## src/design/midi_pkg.sv

```systemverilog
package midi_pkg;

    // one byte on the MIDI wire
    typedef logic [7:0] midi_byte_t;

    // received byte together with the count it produces
    typedef struct packed {
        midi_byte_t data;
        logic [7:0] count;
    } midi_rx_word_t;

    // running status and data bytes seen since it
    typedef struct packed {
        midi_byte_t status;
        logic [7:0] data_count;
    } midi_status_t;

    // bit 7 marks a status byte
    localparam midi_byte_t STATUS_MASK = 8'h80;

    // end of sysex, counted as data
    localparam midi_byte_t SYSEX_END = 8'hf7;

    // start, 8 data, stop
    localparam int FRAME_BITS = 10;

endpackage

```

## src/design/midi_bit_timer.sv

```systemverilog
`timescale 1ns/1ns

module midi_bit_timer #(
    parameter int CLKS_PER_BIT = 1600
) (
    input  logic data_clk,
    input  logic reset_reg_N,
    input  logic restart,
    input  logic run,
    output logic mid_tick,
    output logic bit_tick
);

    localparam int CNT_W = (CLKS_PER_BIT > 1) ? $clog2(CLKS_PER_BIT) : 1;
    localparam logic [CNT_W-1:0] LAST_CNT = CNT_W'(CLKS_PER_BIT - 1);
    localparam logic [CNT_W-1:0] MID_CNT = CNT_W'(CLKS_PER_BIT / 2 - 1);

    // position inside the current bit
    logic [CNT_W-1:0] phase_cnt;

    always_ff @(posedge data_clk or negedge reset_reg_N) begin
        if (!reset_reg_N) begin
            phase_cnt <= '0;
        end else if (restart) begin
            phase_cnt <= '0;
        end else if (run) begin
            if (phase_cnt == LAST_CNT) begin
                phase_cnt <= '0;
            end else begin
                phase_cnt <= phase_cnt + 1'b1;
            end
        end
    end

    // half a bit after the bit start
    assign mid_tick = run && !restart && (phase_cnt == MID_CNT);

    // last cycle of the bit
    assign bit_tick = run && !restart && (phase_cnt == LAST_CNT);

endmodule

```

## src/design/midi_rx.sv

```systemverilog
`timescale 1ns/1ns

module midi_rx #(
    parameter int CLKS_PER_BIT = 1600
) (
    input  logic                 data_clk,
    input  logic                 reset_reg_N,
    input  logic                 midi_rxd,
    output midi_pkg::midi_byte_t rx_byte,
    output logic                 rx_valid
);

    localparam int IDX_W = $clog2(midi_pkg::FRAME_BITS);
    localparam logic [IDX_W-1:0] STOP_IDX = IDX_W'(midi_pkg::FRAME_BITS - 1);

    // two samples of the raw line
    logic [1:0] rxd_sync;
    logic       line_ok;
    // filtered line, idles high
    logic       rx_line;

    logic                 busy;
    logic                 start_seen;
    logic [IDX_W-1:0]     bit_idx;
    midi_pkg::midi_byte_t shift_reg;
    logic                 mid_tick;

    // low only when three samples in a row are low
    assign line_ok = midi_rxd | rxd_sync[0] | rxd_sync[1];

    always_ff @(posedge data_clk or negedge reset_reg_N) begin
        if (!reset_reg_N) begin
            rxd_sync <= 2'b11;
            rx_line  <= 1'b1;
        end else begin
            rxd_sync <= {rxd_sync[0], midi_rxd};
            rx_line  <= line_ok;
        end
    end

    // falling edge while idle starts a frame
    assign start_seen = !busy && !rx_line;

    midi_bit_timer #(
        .CLKS_PER_BIT(CLKS_PER_BIT)
    ) u_rx_timer (
        .data_clk   (data_clk),
        .reset_reg_N(reset_reg_N),
        .restart    (start_seen),
        .run        (busy),
        .mid_tick   (mid_tick),
        .bit_tick   ()
    );

    always_ff @(posedge data_clk or negedge reset_reg_N) begin
        if (!reset_reg_N) begin
            busy     <= 1'b0;
            bit_idx  <= '0;
            rx_valid <= 1'b0;
            rx_byte  <= '0;
        end else begin
            rx_valid <= 1'b0;
            if (start_seen) begin
                busy    <= 1'b1;
                bit_idx <= '0;
            end else if (busy && mid_tick) begin
                bit_idx <= bit_idx + 1'b1;
                if (bit_idx == '0) begin
                    // start bit gone by mid-bit, just a glitch
                    if (rx_line) begin
                        busy <= 1'b0;
                    end
                end else if (bit_idx == STOP_IDX) begin
                    busy <= 1'b0;
                    // low stop bit drops the frame
                    if (rx_line) begin
                        rx_valid <= 1'b1;
                        rx_byte  <= shift_reg;
                    end
                end
            end
        end
    end

    // data bits arrive LSB first
    always_ff @(posedge data_clk) begin
        if (busy && mid_tick && (bit_idx != '0) && (bit_idx != STOP_IDX)) begin
            shift_reg <= {rx_line, shift_reg[7:1]};
        end
    end

endmodule

```

## src/design/midi_status_tracker.sv

```systemverilog
`timescale 1ns/1ns

module midi_status_tracker (
    input  logic                   data_clk,
    input  logic                   reset_reg_N,
    input  midi_pkg::midi_byte_t   rx_byte,
    input  logic                   rx_valid,
    output midi_pkg::midi_status_t cur_status
);

    // incoming byte and the count it would give as data
    midi_pkg::midi_rx_word_t rx_word;
    logic                    is_status;

    assign rx_word = '{
        data:  rx_byte,
        count: cur_status.data_count + 8'd1
    };

    // F7 closes sysex but does not replace the running status
    assign is_status = ((rx_word.data & midi_pkg::STATUS_MASK) != '0) &&
                       (rx_word.data != midi_pkg::SYSEX_END);

    always_ff @(posedge data_clk or negedge reset_reg_N) begin
        if (!reset_reg_N) begin
            cur_status <= '0;
        end else if (rx_valid) begin
            if (is_status) begin
                cur_status.status     <= rx_word.data;
                cur_status.data_count <= '0;
            end else begin
                // wraps at 256
                cur_status.data_count <= rx_word.count;
            end
        end
    end

endmodule

```

## src/design/midi_tx.sv

```systemverilog
`timescale 1ns/1ns

module midi_tx #(
    parameter int CLKS_PER_BIT = 1600
) (
    input  logic                 data_clk,
    input  logic                 reset_reg_N,
    input  logic                 send_byte,
    input  midi_pkg::midi_byte_t out_data,
    output logic                 midi_txd,
    output logic                 out_ready
);

    localparam int IDX_W = $clog2(midi_pkg::FRAME_BITS);
    localparam logic [IDX_W-1:0] STOP_IDX = IDX_W'(midi_pkg::FRAME_BITS - 2);
    localparam logic [IDX_W-1:0] LAST_IDX = IDX_W'(midi_pkg::FRAME_BITS - 1);

    logic                 accept;
    logic                 bit_tick;
    // bit currently on the line, 0 is the start bit
    logic [IDX_W-1:0]     bit_idx;
    midi_pkg::midi_byte_t shift_reg;

    // sends while busy are dropped
    assign accept = send_byte && out_ready;

    midi_bit_timer #(
        .CLKS_PER_BIT(CLKS_PER_BIT)
    ) u_tx_timer (
        .data_clk   (data_clk),
        .reset_reg_N(reset_reg_N),
        .restart    (accept),
        .run        (!out_ready),
        .mid_tick   (),
        .bit_tick   (bit_tick)
    );

    always_ff @(posedge data_clk or negedge reset_reg_N) begin
        if (!reset_reg_N) begin
            out_ready <= 1'b1;
            midi_txd  <= 1'b1;
            bit_idx   <= '0;
        end else if (accept) begin
            out_ready <= 1'b0;
            midi_txd  <= 1'b0;
            bit_idx   <= '0;
        end else if (!out_ready && bit_tick) begin
            bit_idx <= bit_idx + 1'b1;
            if (bit_idx == LAST_IDX) begin
                // stop bit done, line stays idle high
                out_ready <= 1'b1;
                bit_idx   <= '0;
            end else if (bit_idx == STOP_IDX) begin
                midi_txd <= 1'b1;
            end else begin
                midi_txd <= shift_reg[0];
            end
        end
    end

    // byte latched on accept, shifted out LSB first
    always_ff @(posedge data_clk) begin
        if (accept) begin
            shift_reg <= out_data;
        end else if (!out_ready && bit_tick) begin
            shift_reg <= shift_reg >> 1;
        end
    end

endmodule

```

## src/design/midi_port.sv

```systemverilog
`timescale 1ns/1ns

module midi_port #(
    parameter int CLKS_PER_BIT = 1600
) (
    input  logic                   data_clk,
    input  logic                   reset_reg_N,
    // receive side
    input  logic                   midi_rxd,
    output logic                   byte_ready,
    output midi_pkg::midi_byte_t   midi_in_data,
    output midi_pkg::midi_status_t cur_status,
    // transmit side
    input  logic                   send_byte,
    input  midi_pkg::midi_byte_t   out_data,
    output logic                   midi_txd,
    output logic                   out_ready
);

    // received bytes go out and into the tracker
    midi_rx #(
        .CLKS_PER_BIT(CLKS_PER_BIT)
    ) u_rx (
        .data_clk   (data_clk),
        .reset_reg_N(reset_reg_N),
        .midi_rxd   (midi_rxd),
        .rx_byte    (midi_in_data),
        .rx_valid   (byte_ready)
    );

    midi_status_tracker u_tracker (
        .data_clk   (data_clk),
        .reset_reg_N(reset_reg_N),
        .rx_byte    (midi_in_data),
        .rx_valid   (byte_ready),
        .cur_status (cur_status)
    );

    // independent of the receiver timing
    midi_tx #(
        .CLKS_PER_BIT(CLKS_PER_BIT)
    ) u_tx (
        .data_clk   (data_clk),
        .reset_reg_N(reset_reg_N),
        .send_byte  (send_byte),
        .out_data   (out_data),
        .midi_txd   (midi_txd),
        .out_ready  (out_ready)
    );

endmodule

```

## config.mk

```make
export PLATFORM = sky130hd
export DESIGN_NAME = midi_port
export DESIGN_NICKNAME = d
export VERILOG_FILES = /design/src/design/midi_pkg.sv /design/src/design/midi_bit_timer.sv /design/src/design/midi_rx.sv /design/src/design/midi_status_tracker.sv /design/src/design/midi_tx.sv /design/src/design/midi_port.sv
export SDC_FILE = /design/constraint.sdc
export NUM_CORES = 1
export LEC_CHECK = 0
export ABC_AREA = 1
export BUFFER_PORTS_ARGS = -buffer_cell sky130_fd_sc_hd__buf_4
export CELL_PAD_IN_SITES_DETAIL_PLACEMENT = 2
export CELL_PAD_IN_SITES_GLOBAL_PLACEMENT = 2
export CORE_MARGIN = 2
export CORE_UTILIZATION = 39
export DETAILED_ROUTE_END_ITERATION = 10
export PLACE_DENSITY_LB_ADDON = 0.1
export SYNTH_ARGS = -nofsm -noshare
export SYNTH_HDL_FRONTEND = slang
export SYNTH_SLANG_ARGS = --single-unit
```

## constraint.sdc

```tcl
create_clock -name data_clk -period 5.5 [get_ports data_clk]
set_input_delay 0.275 -clock data_clk [delete_from_list [all_inputs] [get_ports data_clk]]
set_output_delay 0.275 -clock data_clk [all_outputs]
set_load 0.1 [all_outputs]
```

# == Yosys cells after proc, flatten, opt, wreduce, memory -nomap -nowiden ==
# Index checks and enable logic that the tools add are counted.
# classes
add_sub_neg,5
n_eq_ne,11
n_mux,31
n_bitwise,4
n_reduce_logical,28
# ops
operator,count
11-bit two-way mux,6
8-bit two-way mux,3
"11-bit by 1-bit adder with 11-bit output, second input constant",2
"11-bit equality test, second input constant",2
4-bit two-way mux,5
1-bit two-way mux,17
"4-bit equality test, second input constant",3
"11-bit by 10-bit equality test with 1-bit output, second input constant",1
1-bit logical AND,11
"4-bit by 1-bit adder with 4-bit output, second input constant",2
"8-bit by 1-bit adder with 8-bit output, second input constant",1
"8-bit inequality test, second input constant",1
2-bit nonzero test,4
2-bit AND reduction,3
1-bit zero test,5
5-bit AND reduction,1
4-bit zero test,1
"2-bit inequality test, second input constant",2
"4-bit inequality test, second input constant",1
4-bit nonzero test,1
"3-bit by 2-bit inequality test with 1-bit output, second input constant",1
3-bit AND reduction,1
3-bit nonzero test,1
1-bit inverter,2
1-bit OR,2
# word_totals
reg_bits,77
word_cells,94

# == Logic depth before layout (Yosys ltp) ==
# depth
ltp_word,8
ltp_mapped,9
mapped_depth_nobuf,9

# == Modules after synthesis ==
# Synthesis repeated with hierarchy kept, for this count alone.
# hier_totals
hier_cells,482
hier_area_um2,3971.3
# by_module_without_submodules
module,instances,cells_each,area_per_inst_um2
midi_bit_timer,2,105,733.2
midi_rx,1,90,1001.0
midi_status_tracker,1,103,827.0
midi_tx,1,79,676.9

# == Least setup slack after synthesis ==
# No wires, ideal clock.
# synth_path
kind,register to register
start,reg u_rx.rx_byte[2]
end,reg u_tracker.cur_status[15] (netlist name)
setup_time_ns,0.128
arrival_time_ns,1.853
path_slack_ns,3.519
stages_incl_launch_ff,7
path_cell_list,dfrtp_1 inv_1 nor2_1 nand4_1 nand3_1 inv_1 or2_2
# synth_between
elab_chain_cells,3
# synth_lines
element,line,rtl
from (decl),midi_rx.sv:9,"output midi_pkg::midi_byte_t rx_byte,"
from (signal assigned),midi_rx.sv:78,rx_byte <= shift_reg;
8-bit inequality test,midi_status_tracker.sv:22,(rx_word.data != midi_pkg::SYSEX_END);
1-bit logical AND,midi_status_tracker.sv:21,assign is_status = ((rx_word.data & midi_pkg::STATUS_MASK) != '0) &&
2-bit AND reduction (no line),--,
# Every way passes these cells.
# A chain may end at the register's enable or synchronous reset.

# == Final worst setup path ==
# layout_path
start,reg u_rx.u_rx_timer.phase_cnt[0]
end,reg u_rx.shift_reg[2] (enable)
# layout_between
elab_chain_cells,5
# layout_lines
element,line,rtl
from (decl),midi_bit_timer.sv:19,logic [CNT_W-1:0] phase_cnt;
from (signal assigned),midi_bit_timer.sv:30,phase_cnt <= phase_cnt + 1'b1;
11-bit by 10-bit equality test with 1-bit output,midi_bit_timer.sv:36,assign mid_tick = run && !restart && (phase_cnt == MID_CNT);
1-bit logical AND,midi_bit_timer.sv:36,
1-bit logical AND (3 in a row),midi_rx.sv:87,if (busy && mid_tick && (bit_idx != '0) && (bit_idx != STOP_IDX)) begin
to (signal assigned),midi_rx.sv:88,"shift_reg <= {rx_line, shift_reg[7:1]};"
to (decl),midi_rx.sv:25,midi_pkg::midi_byte_t shift_reg;
# Every way passes these cells.

==> flow_metrics.py <==
metrics = {
    "synthesis": {
        "postSynthAreaPerCell_um2": 8.84,
        "synth-main-ff-cell": "dfrtp_1",
        "ys_types": 34,
        "synth_seq_cells": 77,
        "syn_area_um2": 3630,
        "netlist_instances": 410,
        "yosys.area.top_type_share": 0.386,
        "yosysWarningCount": 0,
        "ys_seq_area_frac": 0.555,
        "async_reset_ff_frac": 0.792,
        "synth_largest_area_cell": "dfrtp_1",
        "syn-num-nets": 428,
        "synth_edf_count": 16,
        "synth.area.top_cells": "dfrtp_1 39%, edfxtp_1 13%, nand2_1 13%, nand3_1 4.7%, inv_1 4.3%",
    },
    "layout": {
        "fillers": 1045,
        "largest_reg_flops": 16,
        "top_register": "u_tracker.cur_status",
        "diodes": 0,
        "drive_above_1_share": 0.159,
        "largestRegisters": "u_tracker.cur_status: 16 flops, u_rx.u_rx_timer.phase_cnt: 11 flops, u_tx.u_tx_timer.phase_cnt: 11 flops",
        "final_nets": 472,
        "final_core_util": 0.463,
        "area_growth_pct": 16.3,
    },
    "floorplan": {
        "rows": 35,
        "core_um2": 9110,
        "start_util": 0.398,
        "die_h_um": 100,
        "die_x_um": 100,
        "ios": 39,
        "die-area_um2": 10100,
    },
    "min_path": {
        "min_path_type": "input port to async pin",
    },
    "routing": {
        "drcViolationCount": 0,
        "viasPerCell": 5.22,
        "wirelength_um": 8980,
        "routedWlPerCell_um": 15.8,
        "ant_nets": 0,
        "via_count": 2978,
        "drt_first_pass_iters": 4,
        "drt-initial-drc-count": 63,
    },
    "place": {
        "portBuffers": 38,
        "gp_congestion": 0.817,
        "place_hpwl_um": 6380,
        "place_ws_ns": 3.30,
    },
    "clocking": {
        "post_cts_resized": 0,
        "cts-root-buf": "clkbuf_8",
        "insertion_delay_ns": 0.35,
        "cts_tree": "yes",
        "cts_buffers": 9,
        "post_cts_buffers": 0,
        "cts_buffer_depth": 2,
        "clkTransAtPathRegs_ns": 0.09,
        "cts_max_level": 3,
        "cts.sinks": 77,
        "cts_hold_buf": 0,
    },
    "power": {
        "p_int_uw": 871,
        "p_total_mw": 1.21,
        "ir_worst_vdd_mv": 0.159,
        "combPwrFrac": 0.117,
        "p_per_area_nw_per_um2": 287,
        "switching_share": 0.279,
        "p_seq_frac": 0.536,
        "p_clk_frac": 0.347,
        "p_switching_uw": 338,
        "p_leak_nw": 2.03,
    },
    "worst_setup_path": {
        "r2r_end": "u_rx.shift_reg[2]$_DFFE_PP_",
        "reg2regPathDepth": 5,
        "start_kind": "flip-flop",
        "arrival_ns": 2.24,
        "r2r_setup_slack_ns": 3.24,
        "crit_family": "simple AND/OR/NAND/NOR gates",
        "crit_chain": "ha_1 > nand2_1 > nor2_2 > nand2_1 > nor2_1",
        "critPathMostFrequentCell": "nand2_1",
        "cp_num_buf_inv": 0,
        "cp-end-kind": "flip-flop",
        "critical_path_class": "flip-flop to flip-flop",
        "crit_slowest_cell": "nor2_1",
        "cp.required_ns": 5.47,
        "critPathMaxFanout": 14,
        "rr_startpoint": "u_rx.u_rx_timer.phase_cnt[0]$_DFFE_PN0P_",
        "slowest_delay_ns": 0.53,
    },
    "grt": {
        "grt_pass1_wl_um": 15700,
        "grt_pass1_vias": 3215,
        "antenna_found_initial": 0,
        "grt_use_total": 0.195,
        "grt_max_degree": 62,
        "grt.overflow.total": 0,
    },
    "status": {
        "status": "complete, but fails checks",
        "violations": "negative hold slack",
    },
    "sta": {
        "timing.hold.ws_ns": -0.00357,
        "finalCriticalPeriod_ns": 2.26,
        "relSlewSlack": 0.463,
        "finClkSkew_ns": 0.0117,
        "finalWorstSetupSlack_ns": 3.24,
        "hold_violations": 2,
        "timing.final.crit_share": 0.411,
        "setup_violations": 0,
        "tns_ns": 0,
        "rsz0062_at_grt": "no",
        "finalMaxSlewViolations": 0,
        "tightest_slew_ns": 0.805,
        "fmax_mhz": 442,
    },
    "job": {
        "cap_violations": 0,
    },
}
## logic make-up after synthesis
family | Yosys count | share of synthesized area
AO/OA/AOI/OAI | 43 | 0.0652
XOR/XNOR | 9 | 0.0217
adder cells (fa/ha/maj) | 6 | 0.0207
buffers and inverters | 51 | 0.0542
flip-flops | 77 | 0.555
AND/OR/NAND/NOR | 224 | 0.283
## power by group through the flow
stage	registers (mW)	logic [mW]	clock network [mW]
6_report	0.647	0.141	0.420
5_1_grt	0.653	0.166	0.457
4_1_cts	0.647	0.144	0.433
3_5_place_dp	0.657	0.142	0
3_3_place_gp	0.656	0.137	0
2_1_floorplan	0.649	0.105	0
## cells in the final DEF (no fill, tap or decap), types with 2 or more instances in the layout
master,synthesis,final
a21oi_1,6,6
buf_4,0,38
clkbuf_8,0,9
clkinv_1,1,3
clkinvlp_4,0,2
dfrtp_1,56,56
dfstp_2,5,5
edfxtp_1,16,16
ha_1,6,6
inv_1,42,42
inv_2,3,3
nand2_1,122,122
nand2_4,2,2
nand3_1,34,34
nand3b_1,3,3
nand4_1,18,18
nor2_1,29,29
nor2_2,2,2
nor2_4,2,2
nor3_1,5,5
o21ai_0,20,20
o21ai_1,5,5
o21bai_1,2,2
o22ai_1,8,8
or2_2,2,2
xnor2_1,2,2
xor2_1,7,7
## worst register-to-register path, stage by stage (launching register included)
cell and delay, ns:
dfrtp_1 0.40, ha_1 0.25, nand2_1 0.09, nor2_2 0.48
nand2_1 0.15, nor2_1 0.53
## layout make-up
type | instances | area (µm²) | share of cell area
Timing Repair Buffer | 38 | 285 | 0.0677
Sequential cell | 77 | 2010 | 0.477
Clock buffer | 9 | 124 | 0.0294
Tap cell | 111 | 139 | 0.0329
Inverter | 46 | 173 | 0.0409
Multi-Input combinational cell | 282 | 1420 | 0.336
Clock inverter | 7 | 66.3 | 0.0157
## metrics by stage
step / instances / instance area [µm²]
6_report: 570 / 4220
3_5_place_dp: 554 / 4030
3_3_place_gp: 554 / 4030
4_1_cts: 570 / 4220
2_1_floorplan: 410 / 3630
5_1_grt: 570 / 4220
## Yosys cell counts (3+ instances only)
| cell | n |
|---|---|
| nand2_1 | 122 |
| dfrtp_1 | 56 |
| inv_1 | 42 |
| nand3_1 | 34 |
| nor2_1 | 29 |
| o21ai_0 | 20 |
| nand4_1 | 18 |
| edfxtp_1 | 16 |
| o22ai_1 | 8 |
| xor2_1 | 7 |
| a21oi_1 | 6 |
| ha_1 | 6 |
| dfstp_2 | 5 |
| nor3_1 | 5 |
| o21ai_1 | 5 |
| buf_2 | 3 |
| inv_2 | 3 |
| nand3b_1 | 3 |
## how the worst max path moves through the flow
stage,startpoint,endpoint,cells past startpoint
CTS,u_rx.u_rx_timer.phase_cnt[0]$_DFFE_PN0P_,u_rx.shift_reg[2]$_DFFE_PP_,5
finish,u_rx.u_rx_timer.phase_cnt[0]$_DFFE_PN0P_,u_rx.shift_reg[2]$_DFFE_PP_,5
global placement,u_rx.u_rx_timer.phase_cnt[0]$_DFFE_PN0P_,u_rx.shift_reg[2]$_DFFE_PP_,5
global route,u_rx.u_rx_timer.phase_cnt[0]$_DFFE_PN0P_,u_rx.shift_reg[2]$_DFFE_PP_,5
detailed placement,u_rx.u_rx_timer.phase_cnt[0]$_DFFE_PN0P_,u_rx.shift_reg[5]$_DFFE_PP_,5
floorplan,u_rx.rx_byte[2]$_DFFE_PN0P_,u_tracker.cur_status[15]$_DFFE_PN0P_,6
## routing by layer
metal,GRT usage,part of all wire,vias up
met5,0,0,-
met4,0.0411,0.0077,0
met3,0.0397,0.022,6
met2,0.346,0.51,29
met1,0.247,0.46,1497
li1,-,-,1446
Power figures use the tool's default switching activity.
